`src/hdl/videoTxPkg.sv`:
```
// video transmit package
// field widths, register offsets, bus and timing structs and the
// csr word union shared by the register block and the timing logic

package videoTxPkg;

	// --------------------
	// field widths
	localparam int cHDispW   = 11;
	localparam int cVDispW   = 11;
	localparam int cHPorchW  = 7;	// h porch and pulse
	localparam int cVPorchW  = 5;	// v porch and pulse
	localparam int cCsrAdrsW = 16;	// offset inside the block
	localparam int cBlockW   = 8;	// block select above the offset
	localparam int cBusAdrsW = 24;

	// --------------------
	// register offsets
	localparam logic [cCsrAdrsW-1:0] cOfsDisplay   = 16'h0000;
	localparam logic [cCsrAdrsW-1:0] cOfsBack      = 16'h0004;
	localparam logic [cCsrAdrsW-1:0] cOfsFront     = 16'h0008;
	localparam logic [cCsrAdrsW-1:0] cOfsPulse     = 16'h000c;
	localparam logic [cCsrAdrsW-1:0] cOfsCtrl      = 16'h0010;
	localparam logic [cCsrAdrsW-1:0] cOfsDuty      = 16'h0014;
	localparam logic [cCsrAdrsW-1:0] cOfsSyncStart = 16'h0080;	// read only from here
	localparam logic [cCsrAdrsW-1:0] cOfsSyncEnd   = 16'h0084;
	localparam logic [cCsrAdrsW-1:0] cOfsSyncMax   = 16'h0088;

	// --------------------
	// bus
	typedef struct packed {
		logic [cBusAdrsW-1:0] adrs;
		logic [31:0]          wd;
		logic                 wCke;	// one-cycle write strobe
	} busWr_s;

	typedef struct packed {
		logic [31:0] rd;
		logic        rEd;	// valid, one cycle after a block hit
	} busRd_s;

	// derived panel timing handed to the generator
	typedef struct packed {
		logic [cHDispW-1:0] hDisplay;
		logic [cVDispW-1:0] vDisplay;
		logic [cHDispW:0]   hSyncStart;
		logic [cHDispW:0]   hSyncEnd;
		logic [cHDispW:0]   hSyncMax;
		logic [cVDispW:0]   vSyncStart;
		logic [cVDispW:0]   vSyncEnd;
		logic [cVDispW:0]   vSyncMax;
	} timingCfg_s;

	// --------------------
	// one bus word, seen as a v/h pair or as the control bits
	typedef struct packed {
		logic [15:0] vField;
		logic [15:0] hField;
	} csrPair_s;

	typedef struct packed {
		logic [29:0] rsvd;
		logic        displayRst;
		logic        videoRst;
	} csrCtrl_s;

	typedef union packed {
		csrPair_s pair;	// 0x00..0x0c, 0x80..0x88
		csrCtrl_s ctrl;	// 0x10
	} csrWord_u;

endpackage
```
`src/hdl/videoTxTop.sv`:
```
// video transmit top
// register block steering the timing generator and the backlight pwm

`timescale 1ns/1ps

module videoTxTop #(
	parameter logic [videoTxPkg::cBlockW-1:0] pAdrsMap = 8'h05,
	parameter int pHdisplay = 480,
	parameter int pHfront   = 8,
	parameter int pHback    = 43,
	parameter int pHpulse   = 30,
	parameter int pVdisplay = 272,
	parameter int pVfront   = 12,
	parameter int pVback    = 4,
	parameter int pVpulse   = 10
)(
	input  logic               iSysClk,
	input  logic               rst,
	input  videoTxPkg::busWr_s busWr,
	output videoTxPkg::busRd_s busRd,
	output logic               hSync,
	output logic               vSync,
	output logic               de,
	output logic               displayRst,
	output logic               blPwm
);

	videoTxPkg::timingCfg_s cfg;
	logic                   videoRst;
	logic [7:0]             duty;

	// --------------------
	// registers
	videoTxCsr #(
		.pAdrsMap  (pAdrsMap),
		.pHdisplay (pHdisplay),
		.pHfront   (pHfront),
		.pHback    (pHback),
		.pHpulse   (pHpulse),
		.pVdisplay (pVdisplay),
		.pVfront   (pVfront),
		.pVback    (pVback),
		.pVpulse   (pVpulse)
	) i_videoTxCsr (
		.iSysClk    (iSysClk),
		.rst        (rst),
		.busWr      (busWr),
		.busRd      (busRd),
		.cfg        (cfg),
		.videoRst   (videoRst),
		.displayRst (displayRst),	// straight to the panel pin
		.duty       (duty)
	);

	// --------------------
	// panel timing
	videoTimingGen i_videoTimingGen (
		.iSysClk  (iSysClk),
		.rst      (rst),
		.videoRst (videoRst),
		.cfg      (cfg),
		.hSync    (hSync),
		.vSync    (vSync),
		.de       (de)
	);

	// backlight dimming
	backlightPwm i_backlightPwm (
		.iSysClk (iSysClk),
		.rst     (rst),
		.duty    (duty),
		.blPwm   (blPwm)
	);

endmodule

```
`src/hdl/backlightPwm.sv`:
```
// backlight pwm
// 255-cycle period, duty taken once per period so a change never
// cuts a pulse short

`timescale 1ns/1ps

module backlightPwm (
	input  logic       iSysClk,
	input  logic       rst,
	input  logic [7:0] duty,
	output logic       blPwm
);

	localparam logic [7:0] lpCntLast = 8'd254;

	logic [7:0] cnt;
	logic [7:0] dutyQ;	// latched duty

	always_ff @(posedge iSysClk)
	begin
		if (rst)
		begin
			cnt   <= 8'd0;
			dutyQ <= 8'd0;
			blPwm <= 1'b0;
		end
		else
		begin
			if (cnt == lpCntLast)
			begin
				cnt   <= 8'd0;
				dutyQ <= duty;	// in effect from count 0
			end
			else
			begin
				cnt <= cnt + 8'd1;
			end
			blPwm <= cnt < dutyQ;	// 255 never falls, count stops at 254
		end
	end

	// --------------------
	aZeroDutyLow: assert property (@(posedge iSysClk) disable iff (rst)
		(dutyQ == 8'd0) |=> !blPwm);

endmodule

```
`src/hdl/videoTimingGen.sv`:
```
// video timing generator
// horizontal and vertical counters against the derived sync counts,
// registered hSync, vSync and data-enable

`timescale 1ns/1ps

module videoTimingGen (
	input  logic                   iSysClk,
	input  logic                   rst,
	input  logic                   videoRst,
	input  videoTxPkg::timingCfg_s cfg,
	output logic                   hSync,
	output logic                   vSync,
	output logic                   de
);

	typedef logic [videoTxPkg::cHDispW:0] hCnt_t;
	typedef logic [videoTxPkg::cVDispW:0] vCnt_t;

	hCnt_t hCnt;
	vCnt_t vCnt;
	logic  lineEnd;
	logic  frameEnd;
	logic  hActive;
	logic  vActive;
	logic  hPulseOn;
	logic  vPulseOn;
	logic  holdOff;

	assign holdOff = rst || videoRst;	// both park the counters at zero

	// >= so a shrunk max cannot leave the count stranded above it
	assign lineEnd  = hCnt >= cfg.hSyncMax;
	assign frameEnd = vCnt >= cfg.vSyncMax;

	// --------------------
	// counters
	always_ff @(posedge iSysClk)
	begin
		if (holdOff)
		begin
			hCnt <= '0;
		end
		else if (lineEnd)
		begin
			hCnt <= '0;
		end
		else
		begin
			hCnt <= hCnt + hCnt_t'(1);
		end
	end

	// vertical steps once per line
	always_ff @(posedge iSysClk)
	begin
		if (holdOff)
		begin
			vCnt <= '0;
		end
		else if (lineEnd)
		begin
			if (frameEnd)
				vCnt <= '0;
			else
				vCnt <= vCnt + vCnt_t'(1);
		end
	end

	// --------------------
	// compare
	assign hActive  = hCnt < hCnt_t'(cfg.hDisplay);
	assign vActive  = vCnt < vCnt_t'(cfg.vDisplay);
	assign hPulseOn = (hCnt >= cfg.hSyncStart) && (hCnt <= cfg.hSyncEnd);	// inclusive
	assign vPulseOn = (vCnt >= cfg.vSyncStart) && (vCnt <= cfg.vSyncEnd);

	// outputs one cycle behind the counts
	always_ff @(posedge iSysClk)
	begin
		if (holdOff)
		begin
			hSync <= 1'b0;
			vSync <= 1'b0;
			de    <= 1'b0;
		end
		else
		begin
			hSync <= hPulseOn;	// active high
			vSync <= vPulseOn;
			de    <= hActive && vActive;
		end
	end

	// --------------------
	// timing is only rewritten under videoRst, so the count stays in range
	aHCntRange: assert property (@(posedge iSysClk) disable iff (holdOff)
		hCnt <= cfg.hSyncMax);

endmodule

```
`src/hdl/videoTxCsr.sv`:
```
// video transmit control/status registers
// bus-slave panel timing fields, control bits and backlight duty,
// with registered sync start/end/max sums and a 1-cycle read-back

`timescale 1ns/1ps

module videoTxCsr #(
	parameter logic [videoTxPkg::cBlockW-1:0] pAdrsMap = 8'h05,
	parameter int pHdisplay = 480,
	parameter int pHfront   = 8,
	parameter int pHback    = 43,
	parameter int pHpulse   = 30,
	parameter int pVdisplay = 272,
	parameter int pVfront   = 12,
	parameter int pVback    = 4,
	parameter int pVpulse   = 10
)(
	input  logic                    iSysClk,
	input  logic                    rst,
	input  videoTxPkg::busWr_s      busWr,
	output videoTxPkg::busRd_s      busRd,
	output videoTxPkg::timingCfg_s  cfg,
	output logic                    videoRst,
	output logic                    displayRst,
	output logic [7:0]              duty
);

	typedef logic [videoTxPkg::cHDispW-1:0]  hDisp_t;
	typedef logic [videoTxPkg::cVDispW-1:0]  vDisp_t;
	typedef logic [videoTxPkg::cHPorchW-1:0] hPorch_t;
	typedef logic [videoTxPkg::cVPorchW-1:0] vPorch_t;
	typedef logic [videoTxPkg::cHDispW:0]    hSum_t;
	typedef logic [videoTxPkg::cVDispW:0]    vSum_t;

	// reset-time sums, same rule as the running derivation
	localparam hSum_t lpHSyncStart = hSum_t'(pHdisplay + pHfront);
	localparam hSum_t lpHSyncEnd   = hSum_t'(pHdisplay + pHfront + pHpulse - 1);
	localparam hSum_t lpHSyncMax   = hSum_t'(pHdisplay + pHfront + pHpulse + pHback - 1);
	localparam vSum_t lpVSyncStart = vSum_t'(pVdisplay + pVfront);
	localparam vSum_t lpVSyncEnd   = vSum_t'(pVdisplay + pVfront + pVpulse - 1);
	localparam vSum_t lpVSyncMax   = vSum_t'(pVdisplay + pVfront + pVpulse + pVback - 1);

	hDisp_t  hDisplay;
	vDisp_t  vDisplay;
	hPorch_t hFront, hBack, hPulse;
	vPorch_t vFront, vBack, vPulse;
	hSum_t   hSyncStart, hSyncEnd, hSyncMax;
	vSum_t   vSyncStart, vSyncEnd, vSyncMax;

	logic                                blockHit;
	logic                                wrEn;
	logic [videoTxPkg::cCsrAdrsW-1:0]    ofs;
	videoTxPkg::csrWord_u                wrWord;
	videoTxPkg::csrWord_u                rdWord;
	logic [31:0]                         rdQ;
	logic                                rEdQ;

	// --------------------
	// address decode
	assign blockHit = busWr.adrs[videoTxPkg::cBusAdrsW-1 -: videoTxPkg::cBlockW] == pAdrsMap;
	assign ofs      = busWr.adrs[videoTxPkg::cCsrAdrsW-1:0];
	assign wrEn     = busWr.wCke && blockHit;
	assign wrWord   = busWr.wd;

	// --------------------
	// writable registers
	always_ff @(posedge iSysClk)
	begin
		if (rst)
		begin
			hDisplay   <= hDisp_t'(pHdisplay);
			hFront     <= hPorch_t'(pHfront);
			hBack      <= hPorch_t'(pHback);
			hPulse     <= hPorch_t'(pHpulse);
			vDisplay   <= vDisp_t'(pVdisplay);
			vFront     <= vPorch_t'(pVfront);
			vBack      <= vPorch_t'(pVback);
			vPulse     <= vPorch_t'(pVpulse);
			videoRst   <= 1'b1;	// video logic held until software releases it
			displayRst <= 1'b0;
			duty       <= 8'd0;
		end
		else if (wrEn)
		begin
			case (ofs)
				videoTxPkg::cOfsDisplay:
				begin
					hDisplay <= hDisp_t'(wrWord.pair.hField);
					vDisplay <= vDisp_t'(wrWord.pair.vField);
				end
				videoTxPkg::cOfsBack:
				begin
					hBack <= hPorch_t'(wrWord.pair.hField);
					vBack <= vPorch_t'(wrWord.pair.vField);
				end
				videoTxPkg::cOfsFront:
				begin
					hFront <= hPorch_t'(wrWord.pair.hField);
					vFront <= vPorch_t'(wrWord.pair.vField);
				end
				videoTxPkg::cOfsPulse:
				begin
					hPulse <= hPorch_t'(wrWord.pair.hField);
					vPulse <= vPorch_t'(wrWord.pair.vField);
				end
				videoTxPkg::cOfsCtrl:
				begin
					videoRst   <= wrWord.ctrl.videoRst;
					displayRst <= wrWord.ctrl.displayRst;
				end
				videoTxPkg::cOfsDuty: duty <= busWr.wd[7:0];
				default: ;	// read-only or unmapped, ignored
			endcase
		end
	end

	// derived counts, one cycle behind the fields
	always_ff @(posedge iSysClk)
	begin
		if (rst)
		begin
			hSyncStart <= lpHSyncStart;
			hSyncEnd   <= lpHSyncEnd;
			hSyncMax   <= lpHSyncMax;
			vSyncStart <= lpVSyncStart;
			vSyncEnd   <= lpVSyncEnd;
			vSyncMax   <= lpVSyncMax;
		end
		else
		begin
			hSyncStart <= hSum_t'(hDisplay) + hSum_t'(hFront);
			hSyncEnd   <= hSum_t'(hDisplay) + hSum_t'(hFront) + hSum_t'(hPulse) - hSum_t'(1);
			hSyncMax   <= hSum_t'(hDisplay) + hSum_t'(hFront) + hSum_t'(hPulse)
				+ hSum_t'(hBack) - hSum_t'(1);
			vSyncStart <= vSum_t'(vDisplay) + vSum_t'(vFront);
			vSyncEnd   <= vSum_t'(vDisplay) + vSum_t'(vFront) + vSum_t'(vPulse) - vSum_t'(1);
			vSyncMax   <= vSum_t'(vDisplay) + vSum_t'(vFront) + vSum_t'(vPulse)
				+ vSum_t'(vBack) - vSum_t'(1);
		end
	end

	assign cfg.hDisplay   = hDisplay;
	assign cfg.vDisplay   = vDisplay;
	assign cfg.hSyncStart = hSyncStart;
	assign cfg.hSyncEnd   = hSyncEnd;
	assign cfg.hSyncMax   = hSyncMax;
	assign cfg.vSyncStart = vSyncStart;
	assign cfg.vSyncEnd   = vSyncEnd;
	assign cfg.vSyncMax   = vSyncMax;

	// --------------------
	// read-back, zero filled
	always_comb
	begin
		rdWord = '0;	// unmapped offsets read zero
		case (ofs)
			videoTxPkg::cOfsDisplay:
			begin
				rdWord.pair.vField = 16'(vDisplay);
				rdWord.pair.hField = 16'(hDisplay);
			end
			videoTxPkg::cOfsBack:
			begin
				rdWord.pair.vField = 16'(vBack);
				rdWord.pair.hField = 16'(hBack);
			end
			videoTxPkg::cOfsFront:
			begin
				rdWord.pair.vField = 16'(vFront);
				rdWord.pair.hField = 16'(hFront);
			end
			videoTxPkg::cOfsPulse:
			begin
				rdWord.pair.vField = 16'(vPulse);
				rdWord.pair.hField = 16'(hPulse);
			end
			videoTxPkg::cOfsCtrl:
			begin
				rdWord.ctrl.displayRst = displayRst;
				rdWord.ctrl.videoRst   = videoRst;
			end
			videoTxPkg::cOfsDuty: rdWord = {24'd0, duty};
			videoTxPkg::cOfsSyncStart:
			begin
				rdWord.pair.vField = 16'(vSyncStart);
				rdWord.pair.hField = 16'(hSyncStart);
			end
			videoTxPkg::cOfsSyncEnd:
			begin
				rdWord.pair.vField = 16'(vSyncEnd);
				rdWord.pair.hField = 16'(hSyncEnd);
			end
			videoTxPkg::cOfsSyncMax:
			begin
				rdWord.pair.vField = 16'(vSyncMax);
				rdWord.pair.hField = 16'(hSyncMax);
			end
			default: ;
		endcase
	end

	always_ff @(posedge iSysClk)
	begin
		rdQ <= rdWord;	// payload only, qualified by rEd
		if (rst)
			rEdQ <= 1'b0;
		else
			rEdQ <= blockHit;	// any hit, write or not
	end

	assign busRd.rd  = rdQ;
	assign busRd.rEd = rEdQ;

	// --------------------
	// checks
	aRdFollowsHit: assert property (@(posedge iSysClk) disable iff (rst)
		rEdQ |-> $past(blockHit));

	// a nonzero pulse gives an ordered sync window once the sums settle
	aHSyncOrder: assert property (@(posedge iSysClk) disable iff (rst)
		(hPulse != '0) |=> (hSyncEnd >= hSyncStart));

endmodule

```
`config.mk`:
```
export PLATFORM = sky130hd
export DESIGN_NAME = videoTxTop
export DESIGN_NICKNAME = d
export VERILOG_FILES = /design/src/hdl/videoTxPkg.sv /design/src/hdl/videoTxTop.sv /design/src/hdl/backlightPwm.sv /design/src/hdl/videoTimingGen.sv /design/src/hdl/videoTxCsr.sv
export SDC_FILE = /design/constraint.sdc
export NUM_CORES = 1
export LEC_CHECK = 0
export ABC_AREA = 1
export BUFFER_PORTS_ARGS = -buffer_cell sky130_fd_sc_hd__buf_2
export CORE_AREA = 4 4 151 153
export CTS_BUF_LIST = sky130_fd_sc_hd__clkbuf_4 sky130_fd_sc_hd__clkbuf_8 sky130_fd_sc_hd__clkbuf_16
export DETAILED_ROUTE_END_ITERATION = 7
export DIE_AREA = 0 0 155 157
export GPL_TIMING_DRIVEN = 0
export PLACE_DENSITY_LB_ADDON = 0.1
export SLEW_MARGIN = 40
export SYNTH_ARGS = -nofsm -noshare
export SYNTH_HDL_FRONTEND = slang
export SYNTH_SLANG_ARGS = --single-unit
```
`constraint.sdc`:
```
create_clock -name iSysClk -period 11.1 [get_ports iSysClk]
set_clock_uncertainty 0.2 [all_clocks]
set_input_delay 0.555 -clock iSysClk [delete_from_list [all_inputs] [get_ports iSysClk]]
set_output_delay 0.555 -clock iSysClk [all_outputs]
set_load 0.005 [all_outputs]
```
==> results by group <==
Outcome
  • Status: finished, final reports clean

Placement
  • Detailed placement HPWL: 30,200 µm
  • Worst slack, placed: 6460 ps
  • Gpl congestion: 0.994
  • Buffers on Ports: just under 80
  • # placed instances: 2,074

Synthesis
  • FFs w/ async S/R, synth: 0%
  • Count of warnings emitted by yosys: 0
  • Sequential share of the synthesized area: 32.7%
  • Synth Register Bits: 209
  • Distinct cells, synth: 54
  • Post-synth top flop: dfxtp_1
  • Mean Syn Cell Area: about 7.5 µm²
  • Post-Syn Area: roughly 13,000 µm²
  • Post-synth EDFFs: 0
  • Syn Inst Count: 1,709

Cells and area
  • Final net count: 2,049
  • Multi-input logic area: 7410 µm²
  • ANT cells: 0
  • Synthesis-to-finish area growth: 13.3%
  • Layout cell share with drive strength beyond 1: 10.6%
  • Reg area: roughly 4200 µm²
  • Post-layout util: 67.1%
  • Post-Layout Cell Count: 2,117
  • Number of fill cells in the layout: 1,924

Route
  • Via/cell ratio: 5.75
  • Drt drc: 0
  • WL/cell: 18.7 µm
  • Detail Route Antenna Nets: 0
  • DR iter-0 viols: between 1,000 and 1,500
  • TritonRoute pass-1 iters: 5
  • Vias: 12,200
  • Final wirelength: 39,600 µm

Die
  • Core area: ~22,000 µm²
  • Num ports: between 90 and 100
  • Die area: 24,300 µm²
  • Die Y: 157 µm
  • Die width: 155 µm
  • Std cell rows: 54
  • Initial Utilization: 59.3%

Worst hold path
  • Hold Path End: i_videoTxCsr.hBack[3]
  • HP Class: in2reg
  • Hold Startpoint: busWr[4]
  • WHS Path Cells: 3

STA
  • Final worst slack: 6330 ps
  • Final TNS setup: 0 ps
  • Final setup vio count: 0
  • Final Max Slew Viols: 0
  • Worst-margin pin slew: 936 ps
  • Peak Freq: about 210 MHz
  • Minimum clock period: 4770 ps
  • Slew headroom: 37.6%
  • RSZ-0062 raised after global routing: no
  • Final Hold Fails: 0
  • Tcrit/Tclk final: approximately 43%

Setup path
  • Crit end category: flop
  • Reg2reg start: i_videoTxCsr.vDisplay[0]
  • Critical path class: reg2reg
  • R2R Path End: i_videoTxCsr.vSyncMax[11]
  • Reg2Reg Depth: 25
  • Critical path arrival: 4980 ps
  • Worst-path maximum fanout: 6
  • Startpoint types: flop
  • R2R Setup Slk: 6330 ps
  • Worst EP required: 11,310 ps

Power
  • Combinational Power Share: ~2.6%
  • Power Total: between 1.5 and 2 mW
  • Flop pwr share: 44.0%
  • Sw Pwr: between 0.3 and 0.4 mW
  • Sw Share: 20.9%
  • Clk pwr share: 53.4%
  • Maximum vdd drop: 0.0935 mV
  • P_leak: 7.00 nW
  • Pwr dens: 118 nW/µm²
  • P_int: between 1 and 1.5 mW

Global routing
  • All-Layer GR Usage: 31.9%
  • Largest net degree at the start of global routing: 13
  • Initial antenna violation count: 0
  • First-pass GRT wire length: 61,200 µm
  • Vias in the first global route: 11,700
  • GR Overflow Total: 0

Clock tree
  • Worst-path clk slew: 60 ps
  • Post-CTS Setup Bufs: 0
  • CTS hold repair buffers: 0
  • CTS tree: done
  • Number of H-tree levels: 1
  • Sink Count: 209
  • Bufs on Longest Clock Path: 3
  • Root buf cell: clkbuf_16
  • Worst skew pair latency: between 500 and 600 ps
  • Resized Gates After CTS: 0
  • Number of buffers created by CTS: 24

Flow run
  • Max-cap viol count: 0
cell usage after synthesis, types with 2 or more instances:
master	n	area share [%]
nand3b_1	3	0.18
nor4_1	5	0.24
clkinv_1	2	0.059
a22oi_1	17	1.0
inv_2	3	0.088
nand2_4	2	0.18
buf_4	10	0.59
a31oi_1	3	0.15
nor3_1	13	0.51
fa_1	6	0.94
a21o_1	4	0.24
o21bai_1	3	0.18
a31o_2	2	0.14
xor2_1	27	1.9
o211ai_1	12	0.71
nor2_2	5	0.24
o2111ai_1	5	0.34
xnor2_1	10	0.69
nor2_1	144	4.2
a221oi_1	12	0.82
nand2_1	275	8.1
a211oi_1	7	0.41
o21ai_0	111	4.3
buf_2	7	0.27
o21ai_1	2	0.078
ha_1	164	16
a21boi_0	5	0.29
o21a_1	8	0.47
nand3_1	79	3.1
o221ai_1	14	0.96
nor3b_1	5	0.29
a21oi_2	2	0.14
buf_1	2	0.059
nand4_1	27	1.3
inv_1	255	7.5
nand3_2	4	0.31
nor2_4	2	0.18
or2_2	9	0.44
o22ai_1	12	0.59
clkbuf_1	26	0.76
dfxtp_1	209	33
nand2_2	15	0.73
and3_1	3	0.15
a21oi_1	168	6.6
metal layers:
metal | part of all wire (%) | routed length, µm | GRT usage (%)
met5 | 0 | 0 | 0
met4 | 4.6 | 1840 | 13.6
met3 | 6.9 | 2740 | 4.26
met2 | 47 | 18700 | 56.1
met1 | 41 | 16300 | 39.4
placed cells by master (no fill, tap or decap), types with 9 or more instances in the layout:
master / Yosys / final
nor2_1: 144 / 144
a21oi_1: 168 / 168
clkbuf_1: 26 / 21
nor3_1: 13 / 13
nand3_1: 79 / 79
buf_2: 7 / 86
o21ai_0: 111 / 111
o211ai_1: 12 / 12
ha_1: 164 / 164
nand2_2: 15 / 15
dfxtp_1: 209 / 209
buf_4: 10 / 10
nand2_1: 275 / 275
xor2_1: 27 / 27
clkbuf_16: 0 / 25
inv_1: 255 / 255
a22oi_1: 17 / 17
o221ai_1: 14 / 14
xnor2_1: 10 / 10
o22ai_1: 12 / 12
a221oi_1: 12 / 12
nand4_1: 27 / 27
or2_2: 9 / 9
stage by stage:
step,hold WS (ps),area [µm²]
after global routing,109,14500
after floorplan,226,12800
after CTS,69.7,14500
after detailed placement,251,13500
final,72.8,14500
after global placement,240,13500
power groups by stage:
stage / clock network (mW) / logic, mW / registers (mW)
floorplan: 0 / 0.0199 / 0.769
global placement: 0 / 0.0430 / 0.769
detailed placement: 0 / 0.0436 / 0.769
CTS: 0.919 / 0.0438 / 0.752
global route: 0.945 / 0.0475 / 0.752
finish: 0.914 / 0.0450 / 0.752
registers in the layout, indices dropped and copies added, names as in the netlist, 7 cells and up:
| signal | cells |
|---|---|
| i_videoTxCsr.hFront | 7 |
| i_videoTimingGen.hCnt | 12 |
| i_backlightPwm.cnt | 8 |
| i_videoTxCsr.vSyncStart | 12 |
| i_videoTxCsr.hSyncMax | 12 |
| i_videoTxCsr.vDisplay | 11 |
| i_videoTxCsr.hSyncStart | 12 |
| i_videoTxCsr.hDisplay | 11 |
| i_videoTimingGen.vCnt | 12 |
| i_videoTxCsr.vSyncMax | 12 |
| i_videoTxCsr.duty | 8 |
| i_backlightPwm.dutyQ | 8 |
| i_videoTxCsr.hPulse | 7 |
| i_videoTxCsr.rdQ | 24 |
| i_videoTxCsr.hSyncEnd | 12 |
| i_videoTxCsr.vSyncEnd | 12 |
| i_videoTxCsr.hBack | 7 |
area by class of cell:
cell class,count,area share (%)
clock inverters,6,1.07
flip-flops and latches,209,28.9
multi-input cells,1200,51.2
clock buffers,37,5.29
inverters,261,6.78
repair buffers,78,2.70
plain buffers,46,1.62
well taps,280,2.42
how the worst max path moves through the flow:
stage,from,end,slack (ps),cells after the start
3_3_place_gp,i_videoTxCsr.vDisplay[0],i_videoTxCsr.vSyncMax[11],6520,23
2_1_floorplan,i_videoTxCsr.hDisplay[0],i_videoTxCsr.hSyncMax[11],7090,22
6_report,i_videoTxCsr.vDisplay[0],i_videoTxCsr.vSyncMax[11],6330,25
4_1_cts,i_videoTxCsr.vDisplay[0],i_videoTxCsr.vSyncMax[11],6430,23
3_5_place_dp,i_videoTxCsr.vDisplay[0],i_videoTxCsr.vSyncMax[11],6460,23
5_1_grt,i_videoTxCsr.vDisplay[0],i_videoTxCsr.vSyncMax[11],6110,25
logic make-up after synthesis:
| kind of cell | synth area share, % |
|---|---|
| buf+inv | 9.45 |
| fa+ha+maj | 17.0 |
| simple gates | 20.5 |
| compound gates | 17.5 |
| flops | 32.7 |
| xor+xnor | 2.79 |
| other cells | 0.0294 |
critical path: stages (launching register included):
cell	delay [ps]
dfxtp_1	340
ha_1	300
fa_1	510
nand3_1	110
nand3_1	130
xor2_1	220
ha_1	300
nand2_1	150
inv_1	70
o21ai_0	70
nand3_1	140
or2_1	250
nand2_1	170
inv_1	80
ha_1	370
a21oi_1	140
a21boi_0	330
nor2_1	70
nor2_1	160
o21bai_1	140
nand2_1	80
nand2_1	60
nand2_1	80
nand3_1	70
nand2_1	60
nor2_1	40
No activity file was read; power rests on OpenSTA's default activity.
